File: src/design/bpu_pkg.sv
package bpu_pkg;

    //////////////////////////////
    // Geometry
    //////////////////////////////

    // Address width of fetch and resolve ports
    localparam int unsigned addr_w = 32;

    // Direct mapped BTB indexed by pc[10:2]
    localparam int unsigned btb_index_w = 9;
    localparam int unsigned btb_depth = 1 << btb_index_w;
    // Partial tag of pc[30:28] then pc[19:11]
    localparam int unsigned btb_tag_w = 12;

    // BHT index from pc[11:2]
    localparam int unsigned bht_index_w = 10;
    localparam int unsigned bht_depth = 1 << bht_index_w;

    // Two slots per fetch pair
    localparam int unsigned fetch_width = 2;
    // Sequential step of one pair
    localparam int unsigned fetch_bytes = 8;

    // Two-bit direction counter
    typedef logic [1:0] ctr_t;
    // Weakly not taken, upper bit set means taken
    localparam ctr_t ctr_reset = 2'b01;

    //////////////////////////////
    // Bundles
    //////////////////////////////

    // Slot 0 is the older instruction
    typedef struct packed {
        logic [addr_w-1:0] pc0;
        logic [addr_w-1:0] pc1;
    } fetch_pair_t;

    // Resolved branch from the execute side
    typedef struct packed {
        logic [addr_w-1:0] pc;
        logic [addr_w-1:0] target;
        logic              taken;
    } bpu_update_t;

    // Per-slot BTB result with zero target on a miss
    typedef struct packed {
        logic              hit;
        logic [addr_w-1:0] target;
    } btb_hit_t;

    typedef struct packed {
        logic              redirect;
        logic              taken_slot;
        logic [addr_w-1:0] next_pc;
    } fetch_pred_t;

    //////////////////////////////
    // Address slicing
    //////////////////////////////

    function automatic logic [btb_index_w-1:0] btb_index_of(input logic [addr_w-1:0] a);
        return a[btb_index_w+1:2];
    endfunction

    function automatic logic [btb_tag_w-1:0] btb_tag_of(input logic [addr_w-1:0] a);
        return {a[30:28], a[19:11]};
    endfunction

    function automatic logic [bht_index_w-1:0] bht_index_of(input logic [addr_w-1:0] a);
        return a[bht_index_w+1:2];
    endfunction

endpackage

File: src/design/npc_select.sv
module npc_select (
    input  logic                                         clk,
    input  logic                                         rst,
    input  bpu_pkg::fetch_pair_t                         fetch,
    input  bpu_pkg::btb_hit_t [bpu_pkg::fetch_width-1:0] hits,
    input  logic [bpu_pkg::fetch_width-1:0]              taken_pred,
    output bpu_pkg::fetch_pred_t                         pred
);
    import bpu_pkg::*;

    //////////////////////////////
    // Pair alignment
    //////////////////////////////

    // Fall-through address of the pair in the lookup stage
    logic [addr_w-1:0] seq_pc_q;

    // Per-slot taken decision
    logic [fetch_width-1:0] slot_taken;

    // Sequential address formed ahead of the register
    always_ff @(posedge clk) begin
        if (rst) begin
            seq_pc_q <= '0;
        end else begin
            seq_pc_q <= fetch.pc0 + addr_w'(fetch_bytes);
        end
    end

    //////////////////////////////
    // Next fetch address
    //////////////////////////////

    // Known branch and counter says taken
    always_comb begin
        for (int s = 0; s < fetch_width; s++) begin
            slot_taken[s] = hits[s].hit && taken_pred[s];
        end
    end

    // Older slot wins
    always_comb begin
        pred          = '0;
        pred.next_pc  = seq_pc_q;
        if (slot_taken[0]) begin
            pred.redirect   = 1'b1;
            pred.taken_slot = 1'b0;
            pred.next_pc    = hits[0].target;
        end else if (slot_taken[1]) begin
            pred.redirect   = 1'b1;
            pred.taken_slot = 1'b1;
            pred.next_pc    = hits[1].target;
        end
    end

    // Fetch reads taken_slot only on a redirect
    a_slot_idle: assert property (@(posedge clk) disable iff (rst)
        !pred.redirect |-> !pred.taken_slot);

endmodule

File: config.mk
export PLATFORM = sky130hd
export DESIGN_NAME = npc_select
export DESIGN_NICKNAME = d
export VERILOG_FILES = /design/src/design/bpu_pkg.sv /design/src/design/npc_select.sv
export SDC_FILE = /design/constraint.sdc
export NUM_CORES = 1
export LEC_CHECK = 0
export BUFFER_PORTS_ARGS = -buffer_cell sky130_fd_sc_hd__clkbuf_2
export CORE_ASPECT_RATIO = 0.7
export CORE_MARGIN = 4
export CORE_UTILIZATION = 42
export DETAILED_ROUTE_END_ITERATION = 6
export PLACE_DENSITY = 0.88
export REMOVE_ABC_BUFFERS = 1
export SYNTH_ARGS = -nofsm -noshare
export SYNTH_HDL_FRONTEND = slang
export SYNTH_SLANG_ARGS = --single-unit
File: constraint.sdc
create_clock -name clk -period 3.4 [get_ports clk]
set_clock_uncertainty 0.2 [all_clocks]
set_input_delay 0.68 -clock clk [delete_from_list [all_inputs] [get_ports clk]]
set_output_delay 0.68 -clock clk [all_outputs]
set_load 0.005 [all_outputs]
==> impl_results.html, run 1 <==
<table>
<tr><th>Metric</th><th>Value</th></tr>
<tr><th colspan="2">Cells and area</th></tr>
<tr><td>Net count reported at finish</td><td>between 500 and 600</td></tr>
<tr><td>Fill cell total of the finished layout</td><td>436</td></tr>
<tr><td>Post-layout utilization of the core</td><td>between 60% and 70%</td></tr>
<tr><td>Flip-flop count of the largest register, all copies and words added</td><td>32</td></tr>
<tr><td>Area added between synthesis and finish</td><td>40.4%</td></tr>
<tr><td>Top Registers</td><td>seq_pc_q: 32 flops</td></tr>
<tr><td>Number of diodes</td><td>0</td></tr>
<tr><td>Share of cells above drive strength 1</td><td>38.7%</td></tr>
<tr><td>Register with the highest flop count</td><td>seq_pc_q</td></tr>
<tr><th colspan="2">Logic synthesis</th></tr>
<tr><td>Post-synth cell types</td><td>32</td></tr>
<tr><td>Xor/xnor share of the synthesized area</td><td>3.82%</td></tr>
<tr><td>Largest family of logic cells by synthesized area</td><td>simple AND/OR/NAND/NOR gates</td></tr>
<tr><td>Cell area after synthesis</td><td>between 0.002 and 0.0025 mm^2</td></tr>
<tr><td>Share of synthesized area spent on multiplexers</td><td>between 15 and 20%</td></tr>
<tr><td>Average instance area after synthesis</td><td>about 7.6 um^2</td></tr>
<tr><td>Portion of the post-synthesis area used by sequential elements</td><td>between 30% and 40%</td></tr>
<tr><td>Compound-Gate Fraction of Synth Area</td><td>between 10% and 20%</td></tr>
<tr><td>Synthesized instance count</td><td>between 200 and 300</td></tr>
<tr><td>Post-synthesis share of cell area spent on full adders, half adders and majority gates</td><td>0.607%</td></tr>
<tr><td>Post-synthesis sequential element count</td><td>32</td></tr>
<tr><td>Simple-gate share of the synthesized area</td><td>27.4%</td></tr>
<tr><td>Ys Warns</td><td>0</td></tr>
<tr><th colspan="2">Power and ir drop</th></tr>
<tr><td>Fraction of power consumed by the clock network</td><td>about a third</td></tr>
<tr><td>NetSw</td><td>0.258 mW</td></tr>
<tr><td>VDD IR-drop max</td><td>approximately 190 uV</td></tr>
<tr><td>Internal power</td><td>0.674 mW</td></tr>
<tr><td>Sequential share of power</td><td>43.1%</td></tr>
<tr><td>Power per unit of standard cell area</td><td>approximately 320 mW/mm^2</td></tr>
<tr><td>Share of power burned in combinational logic</td><td>24.6%</td></tr>
<tr><td>Tot Pwr</td><td>~0.93 mW</td></tr>
<tr><td>LEAKAGE</td><td>1.46 nW</td></tr>
<tr><td>Fraction of power spent switching nets</td><td>27.7%</td></tr>
<tr><th colspan="2">STA</th></tr>
<tr><td>Number of failing hold endpoints at the final stage</td><td>0</td></tr>
<tr><td>RSZ-0062 raised after global routing</td><td>no</td></tr>
<tr><td>Peak Freq</td><td>~370 MHz</td></tr>
<tr><td>Slew at the pin closest to its max-slew limit</td><td>slightly above 0.7 ns</td></tr>
<tr><td>Final critical delay including setup and external delays</td><td>approximately 2.7 ns</td></tr>
<tr><td>Max Transition Viols Final</td><td>0</td></tr>
<tr><td>Final setup vio count</td><td>0</td></tr>
<tr><td>Setup Total Neg Slack</td><td>0 ns</td></tr>
<tr><td>Headroom to the max-slew limit</td><td>about half</td></tr>
<tr><td>Part of the cycle the worst path needs</td><td>between 70% and 80%</td></tr>
<tr><th colspan="2">Worst setup path</th></tr>
<tr><td>Worst path required time</td><td>between 2 and 3 ns</td></tr>
<tr><td>Most Frequent Cell on Critical Path</td><td>sky130_fd_sc_hd__clkbuf_2</td></tr>
<tr><td>Max stage delay on crit path</td><td>approximately 0.35 ns</td></tr>
<tr><td>Type of the worst setup path</td><td>input pin to output pin</td></tr>
<tr><td>Critical Path Start Type</td><td>input pin</td></tr>
<tr><td>Delay-heaviest family, CP</td><td>buffers and inverters</td></tr>
<tr><td>Crit path max fanout</td><td>21</td></tr>
<tr><td>Critical-path top delay cell</td><td>sky130_fd_sc_hd__nand2_2</td></tr>
<tr><td>Kind of capture point of the worst setup path</td><td>output pin</td></tr>
<tr><td>Cell-by-cell trace of the critical path</td><td>clkbuf_2, nand2_2, buf_12, mux2i_1, o21ai_0, clkbuf_2</td></tr>
<tr><td>Depth of the critical timing path with buffers and inverters included</td><td>6</td></tr>
<tr><td>Worst Path Arrival</td><td>1.82 ns</td></tr>
<tr><td>Bufs and invs on worst path</td><td>3</td></tr>
<tr><th colspan="2">Placement</th></tr>
<tr><td>Detailed placer's ending HPWL</td><td>roughly 4700 um</td></tr>
<tr><td>Port Buffers</td><td>135</td></tr>
<tr><td>Final Wtd Congestion</td><td>between 0.7 and 0.8</td></tr>
<tr><th colspan="2">Flow run</th></tr>
<tr><td>Maximum capacitance violations</td><td>0</td></tr>
<tr><th colspan="2">Die</th></tr>
<tr><td>Core Region</td><td>roughly 0.0048 mm^2</td></tr>
<tr><td>I/O pins</td><td>168</td></tr>
<tr><td>Width of the chip</td><td>91.7 um</td></tr>
<tr><td>DIE HEIGHT</td><td>66.6 um</td></tr>
<tr><td>Die footprint</td><td>roughly 0.0061 mm^2</td></tr>
<tr><td>Row Count</td><td>21</td></tr>
<tr><td>Initial core utilization</td><td>between 40% and 50%</td></tr>
<tr><th colspan="2">Detailed routing</th></tr>
<tr><td>Number of iterations in the first detailed-routing pass</td><td>4</td></tr>
<tr><td>Overall via count from detail_route</td><td>2,421</td></tr>
<tr><td>Final routed DRC violation total</td><td>0</td></tr>
<tr><td>Number of nets still failing antenna checks after routing</td><td>0</td></tr>
<tr><td>Via/cell ratio</td><td>just over 5</td></tr>
<tr><td>Routed WL per cell</td><td>12.6 um</td></tr>
<tr><td>1st-iter DRT viols</td><td>90</td></tr>
<tr><td>Post-Route WL</td><td>between 5000 and 6000 um</td></tr>
<tr><th colspan="2">Clock tree</th></tr>
<tr><td>Post-CTS Resized</td><td>0</td></tr>
<tr><td>Number of sinks handled by clock tree synthesis</td><td>32</td></tr>
<tr><td>TritonCTS clock tree</td><td>yes</td></tr>
<tr><td>Num CTS Buffers</td><td>5</td></tr>
<tr><td>Number of levels in the clock H-tree</td><td>2</td></tr>
<tr><td>Hold Buf Count CTS</td><td>0</td></tr>
<tr><td>Clock-pin slew of the registers on the worst-case setup and hold paths</td><td>0.06 ns</td></tr>
<tr><td>Bufs on Longest Clock Path</td><td>2</td></tr>
<tr><td># Post-CTS Setup Buffers</td><td>0</td></tr>
<tr><td>Cell at the root of the clock tree</td><td>sky130_fd_sc_hd__clkbuf_8</td></tr>
<tr><th colspan="2">Run status</th></tr>
<tr><td>Status</td><td>completed</td></tr>
<tr><th colspan="2">Global routing</th></tr>
<tr><td>First-pass GRT wire length</td><td>about 9400 um</td></tr>
<tr><td>Initial antenna violation count</td><td>0</td></tr>
<tr><td>Number of global-route vias before repair</td><td>around 2.2k</td></tr>
<tr><td>Global router's overall resource usage</td><td>about a fifth</td></tr>
<tr><td>Remaining Overflow, GRT</td><td>0</td></tr>
<tr><td>Pin count of the biggest net entering global routing</td><td>35</td></tr>
<tr><th colspan="2">Min path</th></tr>
<tr><td>WHS Path Cells</td><td>2</td></tr>
<tr><td>Hold crit path type</td><td>input pin to register</td></tr>
</table>
## path summary, 6_finish.rpt
check | end | slack [ns] | start
hold / removal | seq_pc_q[0] | 0.41 | fetch[32]
setup / recovery | pred[12] | 0.70 | hits[65]
## synth_stat cells, drive strengths merged
master	number	area share, %
and4	3	1.3
nand3	9	2.2
nand2b	1	0.30
mux2i	32	16
buf	3	1.0
o31a	1	0.42
nand4	7	2.1
clkbuf	14	2.5
nor2b	6	1.8
inv	3	0.55
o21ba	1	0.49
mux2	2	1.1
ha	1	0.61
and3	1	0.30
nor3	2	0.49
or3	12	3.8
o21ai	44	11
xnor2	5	2.1
nor2	13	2.4
dfxtp	32	31
nor4	4	1.2
nand2	46	8.5
a21oi	15	3.6
xor2	4	1.7
or4	7	2.7
o31ai	3	1.1
and2	1	0.30
## cells in the final DEF, fill, tap and decap left out, drive strengths merged, types with 6 or more instances in the layout
master	instances
a21oi	15
clkbuf	141
dfxtp	32
mux2i	32
nand2	46
nand3	9
nand4	7
nor2	13
nor2b	6
o21ai	44
or3	12
or4	7
## metrics by stage
| stage | cells | cell area, um^2 | hold slack [ns] | setup WS, ns |
|---|---|---|---|---|
| after floorplan | 255 | 1990 | 0.547 | 0.450 |
| after global placement | 462 | 2800 | 0.688 | 0.518 |
| after detailed placement | 462 | 2800 | 0.699 | 0.524 |
| after CTS | 470 | 2890 | 0.405 | 0.677 |
| after global routing | 470 | 2890 | 0.411 | 0.565 |
| final | 470 | 2890 | 0.414 | 0.704 |
## layer usage
layer	GRT usage, %	part of all wire, %	vias to the layer above
met1	21.6	43	1076
li1	-	-	1229
met3	5.76	9.9	8
met2	33.8	45	108
met5	0	0	-
met4	6.11	1.2	0
## cell families (layout without fill, tap and decap cells)
| logic type | Yosys count | count (layout) |
|---|---|---|
| AND/OR/NAND/NOR | 112 | 112 |
| AO/OA/AOI/OAI | 64 | 64 |
| multiplexers | 34 | 34 |
| flip-flops | 32 | 32 |
| buffers and inverters | 20 | 149 |
| XOR/XNOR | 9 | 9 |
| adder cells (fa/ha/maj) | 1 | 1 |
## power groups by stage
stage                     Sequential [mW]  Combinational (mW)  Clock [mW]
final                               0.402               0.229       0.302
after CTS                           0.402               0.231       0.314
after detailed placement            0.410               0.230           0
after floorplan                     0.408              0.0990           0
after global placement              0.410               0.221           0
after global routing                0.403               0.258       0.328
## area by class of cell
type / instances / area (um^2) / share of cell area, %
Clock buffer: 6 / 82.6 / 2.85
Multi-Input combinational cell: 220 / 1340 / 46.3
Inverter: 3 / 11.3 / 0.389
Tap cell: 69 / 86.3 / 2.98
Timing Repair Buffer: 138 / 723 / 25.0
Clock inverter: 2 / 10.0 / 0.346
Sequential cell: 32 / 641 / 22.1
(Power assumes the default switching activity.)
==> run 2: changes to the inputs <==
--- a/config.mk
+++ b/config.mk
@@ -8,9 +8,9 @@
 export BUFFER_PORTS_ARGS = -buffer_cell sky130_fd_sc_hd__clkbuf_2
 export CORE_ASPECT_RATIO = 0.7
 export CORE_MARGIN = 4
-export CORE_UTILIZATION = 42
+export CORE_UTILIZATION = 35
 export DETAILED_ROUTE_END_ITERATION = 6
-export PLACE_DENSITY = 0.88
+export PLACE_DENSITY = 0.78
 export REMOVE_ABC_BUFFERS = 1
 export SYNTH_ARGS = -nofsm -noshare
 export SYNTH_HDL_FRONTEND = slang
==> constraint.sdc (replaced) <==
create_clock -name clk -period 2.34 [get_ports clk]
set_clock_uncertainty 0.2 [all_clocks]
set_input_delay 0.468 -clock clk [delete_from_list [all_inputs] [get_ports clk]]
set_output_delay 0.468 -clock clk [all_outputs]
set_load 0.005 [all_outputs]
==> impl_results.html, run 2 (synthesis results as in run 1) <==
<table>
<tr><th>Metric</th><th>Value</th></tr>
<tr><th colspan="2">Cells and area</th></tr>
<tr><td>Net count reported at finish</td><td>555 (+3.7%)</td></tr>
<tr><td>Register with the highest flop count</td><td>seq_pc_q</td></tr>
<tr><td>Area added between synthesis and finish</td><td>48.5%</td></tr>
<tr><td>Number of diodes</td><td>0 (unchanged)</td></tr>
<tr><td>Most frequent cells in the layout</td><td>sky130_fd_sc_hd__clkbuf_2 (135), sky130_fd_sc_hd__nand2_1 (44), sky130_fd_sc_hd__o21ai_0 (44)</td></tr>
<tr><td>Flip-flop count of the largest register, all copies and words added</td><td>32 (unchanged)</td></tr>
<tr><td>Top Registers</td><td>seq_pc_q: 32 flops</td></tr>
<tr><td>Share of cells above drive strength 1</td><td>41.1% (+2.4 points)</td></tr>
<tr><td>Commonest non-fill, non-tap cell in the layout</td><td>sky130_fd_sc_hd__clkbuf_2</td></tr>
<tr><th colspan="2">Flow run</th></tr>
<tr><td>Maximum capacitance violations</td><td>0 (unchanged)</td></tr>
<tr><th colspan="2">Run status</th></tr>
<tr><td>Status</td><td>completed</td></tr>
<tr><th colspan="2">Placement</th></tr>
<tr><td>Detailed placer's ending HPWL</td><td>5250 um (+13%)</td></tr>
<tr><td>Final Wtd Congestion</td><td>0.830 (+5.9%)</td></tr>
<tr><td>Port Buffers</td><td>135 (unchanged)</td></tr>
<tr><th colspan="2">Worst setup path</th></tr>
<tr><td>Critical Path Start Type</td><td>input pin</td></tr>
<tr><td>Max stage delay on crit path</td><td>0.62 ns (+0.27 ns)</td></tr>
<tr><td>Delay-heaviest family, CP</td><td>simple AND/OR/NAND/NOR gates</td></tr>
<tr><td>Critical-path top delay cell</td><td>sky130_fd_sc_hd__or4_1</td></tr>
<tr><td>Crit path max fanout</td><td>11 (-48%)</td></tr>
<tr><td>Kind of capture point of the worst setup path</td><td>register</td></tr>
<tr><td>Cell-by-cell trace of the critical path</td><td>clkbuf_2, ha_1, nand4_1, or4_1, buf_4, or3_1, a21oi_1</td></tr>
<tr><td>Bufs and invs on worst path</td><td>2 (-1)</td></tr>
<tr><td>Worst Path Arrival</td><td>2.21 ns (+0.39 ns)</td></tr>
<tr><td>Type of the worst setup path</td><td>input pin to register</td></tr>
<tr><td>Worst path required time</td><td>2.34 ns (-0.18 ns)</td></tr>
<tr><th colspan="2">STA</th></tr>
<tr><td>Number of failing hold endpoints at the final stage</td><td>0 (unchanged)</td></tr>
<tr><td>Part of the cycle the worst path needs</td><td>between 90% and 100%</td></tr>
<tr><td>RSZ-0062 raised after global routing</td><td>no</td></tr>
<tr><td>Peak Freq</td><td>between 400 and 500 MHz</td></tr>
<tr><td>Slew at the pin closest to its max-slew limit</td><td>0.420 ns (-0.301 ns)</td></tr>
<tr><td>Final setup vio count</td><td>0 (unchanged)</td></tr>
<tr><td>Smallest hold slack</td><td>0.207 ns (-0.207 ns)</td></tr>
<tr><td>Final critical delay including setup and external delays</td><td>between 2 and 2.5 ns</td></tr>
<tr><td>Headroom to the max-slew limit</td><td>72.0% (+20 points)</td></tr>
<tr><td>Max Transition Viols Final</td><td>0 (unchanged)</td></tr>
<tr><th colspan="2">Die</th></tr>
<tr><td>Die footprint</td><td>0.00720 mm^2 (+18%)</td></tr>
<tr><td>Initial core utilization</td><td>36.0% (-7.4 points)</td></tr>
<tr><td>Width of the chip</td><td>99.7 um (+8.7%)</td></tr>
<tr><td>DIE HEIGHT</td><td>72.2 um (+8.4%)</td></tr>
<tr><td>Row Count</td><td>23 (+9.5%)</td></tr>
<tr><td>I/O pins</td><td>168 (unchanged)</td></tr>
<tr><td>Core Region</td><td>0.00573 mm^2 (+20%)</td></tr>
<tr><th colspan="2">Global routing</th></tr>
<tr><td>Remaining Overflow, GRT</td><td>0 (unchanged)</td></tr>
<tr><td>Pin count of the biggest net entering global routing</td><td>67 (+91%)</td></tr>
<tr><td>Initial antenna violation count</td><td>0 (unchanged)</td></tr>
<tr><td>First-pass GRT wire length</td><td>10,600 um (+14%)</td></tr>
<tr><td>Global router's overall resource usage</td><td>17.9% (-0.88 points)</td></tr>
<tr><td>Number of global-route vias before repair</td><td>2,430 (+9.0%)</td></tr>
<tr><th colspan="2">Detailed routing</th></tr>
<tr><td>Number of iterations in the first detailed-routing pass</td><td>4 (unchanged)</td></tr>
<tr><td>1st-iter DRT viols</td><td>65 (-28%)</td></tr>
<tr><td>Overall via count from detail_route</td><td>2,449 (+1.2%)</td></tr>
<tr><td>Number of nets still failing antenna checks after routing</td><td>0 (unchanged)</td></tr>
<tr><td>Post-Route WL</td><td>6470 um (+9.2%)</td></tr>
<tr><td>Via/cell ratio</td><td>4.94 (-4.1%)</td></tr>
<tr><td>Routed WL per cell</td><td>13.0 um (+3.5%)</td></tr>
<tr><td>Final routed DRC violation total</td><td>0 (unchanged)</td></tr>
<tr><th colspan="2">Clock tree</th></tr>
<tr><td>Bufs on Longest Clock Path</td><td>2 (unchanged)</td></tr>
<tr><td>Number of levels in the clock H-tree</td><td>2 (unchanged)</td></tr>
<tr><td>Clock-pin slew of the registers on the worst-case setup and hold paths</td><td>0.06 ns (about the same)</td></tr>
<tr><td>Hold Buf Count CTS</td><td>0 (unchanged)</td></tr>
<tr><td>Number of sinks handled by clock tree synthesis</td><td>32 (unchanged)</td></tr>
<tr><td># Post-CTS Setup Buffers</td><td>0 (unchanged)</td></tr>
<tr><td>Cell at the root of the clock tree</td><td>sky130_fd_sc_hd__clkbuf_8</td></tr>
<tr><td>TritonCTS clock tree</td><td>yes</td></tr>
<tr><td>Num CTS Buffers</td><td>5 (unchanged)</td></tr>
<tr><td>Post-CTS Resized</td><td>0 (unchanged)</td></tr>
<tr><th colspan="2">Power and ir drop</th></tr>
<tr><td>Tot Pwr</td><td>1.38 mW (+48%)</td></tr>
<tr><td>Power per unit of standard cell area</td><td>450 mW/mm^2 (+40%)</td></tr>
<tr><td>LEAKAGE</td><td>1.55 nW (+6.4%)</td></tr>
<tr><td>VDD IR-drop max</td><td>211 uV (+12%)</td></tr>
<tr><th colspan="2">Min path</th></tr>
<tr><td>Hold crit path type</td><td>input pin to register</td></tr>
</table>
run 2: cell type report:
class / instances / area, um^2
fill: 560 / 2670
inverter: 3 / 11.3
multi-input combinational: 220 / 1340
sequential: 32 / 641
tap: 75 / 93.8
clock buffer: 8 / 90.1
timing repair buffer: 158 / 886
run 2: path summary, 6_finish.rpt:
path  startpoint      endpoint  slack [ns]  cells past startpoint
max    fetch[35]  seq_pc_q[19]        0.13                      7
min    fetch[34]   seq_pc_q[2]        0.21                      2
run 2: layer usage:
layer / part of all wire [%] / GRT usage [%] / up-vias
li1: - / - / 1273
met5: 0 / 0 / -
met4: 0.29 / 3.79 / 0
met2: 47 / 30.9 / 99
met3: 9.9 / 5.76 / 2
met1: 43 / 22.1 / 1075
run 2: power breakdown:
group	switching, mW	internal, mW
Clock	0.191	0.240
Sequential	0.00897	0.576
Combinational	0.171	0.190
run 2: stage by stage:
step	instance area (um^2)	instances	setup slack, ns	util, %	setup TNS, ns
after floorplan	1990	255	-0.186	-	-6.14
after global placement	2970	488	-0.157	51.9	-0.920
after detailed placement	2970	488	-0.164	51.9	-1.21
after CTS	3060	496	0.130	53.5	0
after global routing	3060	496	0.00678	53.5	0
final	3060	496	0.130	53.5	0
==> run 3: changes to the inputs <==
--- a/config.mk
+++ b/config.mk
@@ -5,13 +5,15 @@
 export SDC_FILE = /design/constraint.sdc
 export NUM_CORES = 1
 export LEC_CHECK = 0
+export ABC_AREA = 1
 export BUFFER_PORTS_ARGS = -buffer_cell sky130_fd_sc_hd__clkbuf_2
 export CORE_ASPECT_RATIO = 0.7
 export CORE_MARGIN = 4
-export CORE_UTILIZATION = 35
+export CORE_UTILIZATION = 37
 export DETAILED_ROUTE_END_ITERATION = 6
-export PLACE_DENSITY = 0.78
+export PLACE_DENSITY = 0.79
 export REMOVE_ABC_BUFFERS = 1
+export SLEW_MARGIN = 5
 export SYNTH_ARGS = -nofsm -noshare
 export SYNTH_HDL_FRONTEND = slang
 export SYNTH_SLANG_ARGS = --single-unit
==> impl_results.html, run 3 <==
<table>
<tr><th>Metric</th><th>Value</th></tr>
<tr><th colspan="2">Die</th></tr>
<tr><td>Core Region</td><td>0.00593 mm^2 (+3.5%)</td></tr>
<tr><td>Width of the chip</td><td>103 um (+3.2%)</td></tr>
<tr><td>DIE HEIGHT</td><td>74.5 um (+3.1%)</td></tr>
<tr><td>Die footprint</td><td>0.00767 mm^2 (+6.4%)</td></tr>
<tr><td>I/O pins</td><td>168 (unchanged)</td></tr>
<tr><td>Initial core utilization</td><td>39.4% (+3.4 points)</td></tr>
<tr><td>Row Count</td><td>23 (unchanged)</td></tr>
<tr><th colspan="2">STA</th></tr>
<tr><td>RSZ-0062 raised after global routing</td><td>no</td></tr>
<tr><td>Number of failing hold endpoints at the final stage</td><td>0 (unchanged)</td></tr>
<tr><td>Part of the cycle the worst path needs</td><td>89.0% (-5.5 points)</td></tr>
<tr><td>Final critical delay including setup and external delays</td><td>2.08 ns (-0.128 ns)</td></tr>
<tr><td>Peak Freq</td><td>480 MHz (+6.1%)</td></tr>
<tr><td>Slew at the pin closest to its max-slew limit</td><td>0.503 ns (+0.0827 ns)</td></tr>
<tr><td>Setup Total Neg Slack</td><td>0 ns (unchanged)</td></tr>
<tr><td>Headroom to the max-slew limit</td><td>66.4% (-5.6 points)</td></tr>
<tr><td>Max Transition Viols Final</td><td>0 (unchanged)</td></tr>
<tr><td>Smallest hold slack</td><td>0.165 ns (-0.0423 ns)</td></tr>
<tr><td>Final setup vio count</td><td>0 (unchanged)</td></tr>
<tr><th colspan="2">Logic synthesis</th></tr>
<tr><td>Cell area after synthesis</td><td>0.00233 mm^2 (+13%)</td></tr>
<tr><td>Post-synthesis sequential element count</td><td>32 (unchanged)</td></tr>
<tr><td>Portion of the post-synthesis area used by sequential elements</td><td>27.4% (-3.6 points)</td></tr>
<tr><td>Average instance area after synthesis</td><td>6.06 um^2 (-20%)</td></tr>
<tr><td>Most frequent cells after synthesis</td><td>sky130_fd_sc_hd__nand2_1 (128), sky130_fd_sc_hd__nand3_1 (74), sky130_fd_sc_hd__nor2_1 (60)</td></tr>
<tr><td>Number of flops mapped to enable cells by yosys</td><td>0 (unchanged)</td></tr>
<tr><td>Share of flip-flops with an asynchronous set or reset after synthesis</td><td>0% (unchanged)</td></tr>
<tr><td>Post-synth cell types</td><td>24 (-25%)</td></tr>
<tr><td>Ys Warns</td><td>0 (unchanged)</td></tr>
<tr><td>Largest cells by area after synthesis</td><td>sky130_fd_sc_hd__dfxtp_1 (27%), sky130_fd_sc_hd__nand2_1 (21%), sky130_fd_sc_hd__nand3_1 (16%)</td></tr>
<tr><td>Top cell type by total area after synthesis</td><td>sky130_fd_sc_hd__dfxtp_1</td></tr>
<tr><td>Synthesized instance count</td><td>385 (+42%)</td></tr>
<tr><td>Library cell with the highest instance count after synthesis</td><td>sky130_fd_sc_hd__nand2_1</td></tr>
<tr><td>Top FF cell, synth</td><td>sky130_fd_sc_hd__dfxtp_1</td></tr>
<tr><td>Share of the synthesized area in the top cell type</td><td>27.4% (-3.6 points)</td></tr>
<tr><th colspan="2">Cells and area</th></tr>
<tr><td>Net count reported at finish</td><td>654 (+18%)</td></tr>
<tr><td>Area added between synthesis and finish</td><td>38.4%</td></tr>
<tr><td>Top Registers</td><td>seq_pc_q: 32 flops</td></tr>
<tr><td>Share of cells above drive strength 1</td><td>35.2% (-5.9 points)</td></tr>
<tr><td>Flip-flop count of the largest register, all copies and words added</td><td>32 (unchanged)</td></tr>
<tr><td>Cell area after layout</td><td>0.00323 mm^2 (+5.5%)</td></tr>
<tr><td>Most frequent cells in the layout</td><td>sky130_fd_sc_hd__clkbuf_2 (135), sky130_fd_sc_hd__nand2_1 (128), sky130_fd_sc_hd__nand3_1 (74)</td></tr>
<tr><td>Fill cell total of the finished layout</td><td>603 (+7.7%)</td></tr>
<tr><td>Number of standard cells in the final layout excluding fillers</td><td>595 (+20%)</td></tr>
<tr><td>Commonest non-fill, non-tap cell in the layout</td><td>sky130_fd_sc_hd__clkbuf_2</td></tr>
<tr><td>Register with the highest flop count</td><td>seq_pc_q</td></tr>
<tr><td>Number of diodes</td><td>0 (unchanged)</td></tr>
<tr><th colspan="2">Clock tree</th></tr>
<tr><td>Num CTS Buffers</td><td>5 (unchanged)</td></tr>
<tr><td>Hold Buf Count CTS</td><td>0 (unchanged)</td></tr>
<tr><td>Clock-pin slew of the registers on the worst-case setup and hold paths</td><td>0.07 ns (about the same)</td></tr>
<tr><td>Bufs on Longest Clock Path</td><td>2 (unchanged)</td></tr>
<tr><td>Number of levels in the clock H-tree</td><td>2 (unchanged)</td></tr>
<tr><td>Post-CTS Resized</td><td>0 (unchanged)</td></tr>
<tr><td>Number of sinks handled by clock tree synthesis</td><td>32 (unchanged)</td></tr>
<tr><td># Post-CTS Setup Buffers</td><td>0 (unchanged)</td></tr>
<tr><td>TritonCTS clock tree</td><td>yes</td></tr>
<tr><td>Cell at the root of the clock tree</td><td>sky130_fd_sc_hd__clkbuf_8</td></tr>
<tr><th colspan="2">Global routing</th></tr>
<tr><td>Global router's overall resource usage</td><td>19.5% (+1.6 points)</td></tr>
<tr><td>First-pass GRT wire length</td><td>11,800 um (+11%)</td></tr>
<tr><td>Initial antenna violation count</td><td>0 (unchanged)</td></tr>
<tr><td>Pin count of the biggest net entering global routing</td><td>34 (-49%)</td></tr>
<tr><td>Number of global-route vias before repair</td><td>2,638 (+8.6%)</td></tr>
<tr><td>Remaining Overflow, GRT</td><td>0 (unchanged)</td></tr>
<tr><th colspan="2">Detailed routing</th></tr>
<tr><td>Post-Route WL</td><td>7320 um (+13%)</td></tr>
<tr><td>Met3 layer wire length in the routed design</td><td>747 um (+16%)</td></tr>
<tr><td>Number of iterations in the first detailed-routing pass</td><td>4 (unchanged)</td></tr>
<tr><td>Overall via count from detail_route</td><td>2,856 (+17%)</td></tr>
<tr><td>Highest layer used for signal routing</td><td>met4</td></tr>
<tr><td>Final routed DRC violation total</td><td>0 (unchanged)</td></tr>
<tr><td>Metal-1 WL</td><td>3410 um (+23%)</td></tr>
<tr><td>Via/cell ratio</td><td>4.80 (-2.8%)</td></tr>
<tr><td>Number of nets still failing antenna checks after routing</td><td>0 (unchanged)</td></tr>
<tr><td>1st-iter DRT viols</td><td>129 (+98%)</td></tr>
<tr><td>Routed WL per cell</td><td>12.3 um (-5.7%)</td></tr>
<tr><td>Length of routed met2 wiring</td><td>3120 um (+2.6%)</td></tr>
<tr><th colspan="2">Flow run</th></tr>
<tr><td>Maximum capacitance violations</td><td>0 (unchanged)</td></tr>
<tr><th colspan="2">Power and ir drop</th></tr>
<tr><td>Power per unit of standard cell area</td><td>476 mW/mm^2 (+5.9%)</td></tr>
<tr><td>VDD IR-drop max</td><td>296 uV (+41%)</td></tr>
<tr><td>Tot Pwr</td><td>1.54 mW (+12%)</td></tr>
<tr><td>LEAKAGE</td><td>1.70 nW (+9.4%)</td></tr>
<tr><th colspan="2">Worst setup path</th></tr>
<tr><td>Worst Path Arrival</td><td>1.41 ns (-0.80 ns)</td></tr>
<tr><td>Crit path max fanout</td><td>33 (+22)</td></tr>
<tr><td>Worst path required time</td><td>1.67 ns (-0.67 ns)</td></tr>
<tr><td>Critical Path Start Type</td><td>input pin</td></tr>
<tr><td>Kind of capture point of the worst setup path</td><td>output pin</td></tr>
<tr><td>Type of the worst setup path</td><td>input pin to output pin</td></tr>
<tr><th colspan="2">Placement</th></tr>
<tr><td>Port Buffers</td><td>135 (unchanged)</td></tr>
<tr><td>Final Wtd Congestion</td><td>0.865 (+4.3%)</td></tr>
<tr><td>Cell area reported after detailed placement</td><td>0.00310 mm^2 (+4.5%)</td></tr>
<tr><td>Number of placed cells counting well taps</td><td>587 (+20%)</td></tr>
<tr><td>Detailed placer's ending HPWL</td><td>6160 um (+17%)</td></tr>
<tr><th colspan="2">Min path</th></tr>
<tr><td>WHS Path Cells</td><td>3 (+1)</td></tr>
<tr><td>Hold crit path type</td><td>input pin to register</td></tr>
<tr><th colspan="2">Run status</th></tr>
<tr><td>Status</td><td>completed</td></tr>
</table>
run 3: cell types whose count changed after synthesis, sizes merged, moves of 5 or more:
cell and change:
xnor2 -5, nand3 +67, or4 -7, inv +13, clkbuf -6, nand2 +91, nor2b -6, nor2 +66
o21ai -43, or3 -12, nand4 -7, mux2i -32
run 3: stage by stage:
step	setup slack, ns	util (%)
2_1_floorplan	-0.216	-
3_3_place_gp	0.271	52.4
3_5_place_dp	0.244	52.4
4_1_cts	0.237	54.5
5_1_grt	0.0927	54.5
6_report	0.258	54.5
run 3: cell families (layout without fill, tap and decap cells):
kind of cell	count (synthesis)	after routing	share of synthesized area (%)
XOR/XNOR	8	8	3.00
buffers and inverters	31	166	5.36
AO/OA/AOI/OAI	14	14	3.38
AND/OR/NAND/NOR	299	299	60.3
flip-flops	32	32	27.4
adder cells (fa/ha/maj)	1	1	0.536
run 3: final cells by class:
cell class / count / area [um^2] / share of cell area, %
flip-flops and latches: 32 / 641 / 19.8
multi-input cells: 322 / 1570 / 48.6
repair buffers: 142 / 741 / 22.9
inverters: 16 / 60.1 / 1.86
clock inverters: 1 / 30.0 / 0.930
well taps: 75 / 93.8 / 2.90
clock buffers: 7 / 96.3 / 2.98
run 3: worst max-delay path: stages:
cell                       delay (ns)
sky130_fd_sc_hd__clkbuf_2        0.08
sky130_fd_sc_hd__nand2_1         0.20
sky130_fd_sc_hd__nand3_1         0.10
sky130_fd_sc_hd__inv_1           0.11
sky130_fd_sc_hd__buf_12          0.19
sky130_fd_sc_hd__nand2_1         0.08
sky130_fd_sc_hd__nand3_1         0.07
sky130_fd_sc_hd__clkbuf_2        0.11
run 3: final timing paths:
path | from | end | slack, ns
setup / recovery | hits[32] | pred[29] | 0.26
hold / removal | fetch[34] | seq_pc_q[2] | 0.17
run 3: routing by layer:
layer / GRT usage (%) / up-vias
met3: 4.97 / 6
met5: 0 / -
met2: 32.6 / 122
li1: - / 1496
met4: 3.02 / 0
met1: 26.0 / 1232
run 3: where the power goes:
part	internal (mW)	switching, mW
clock network	0.376	0.208
registers	0.575	0.00734
logic	0.171	0.201
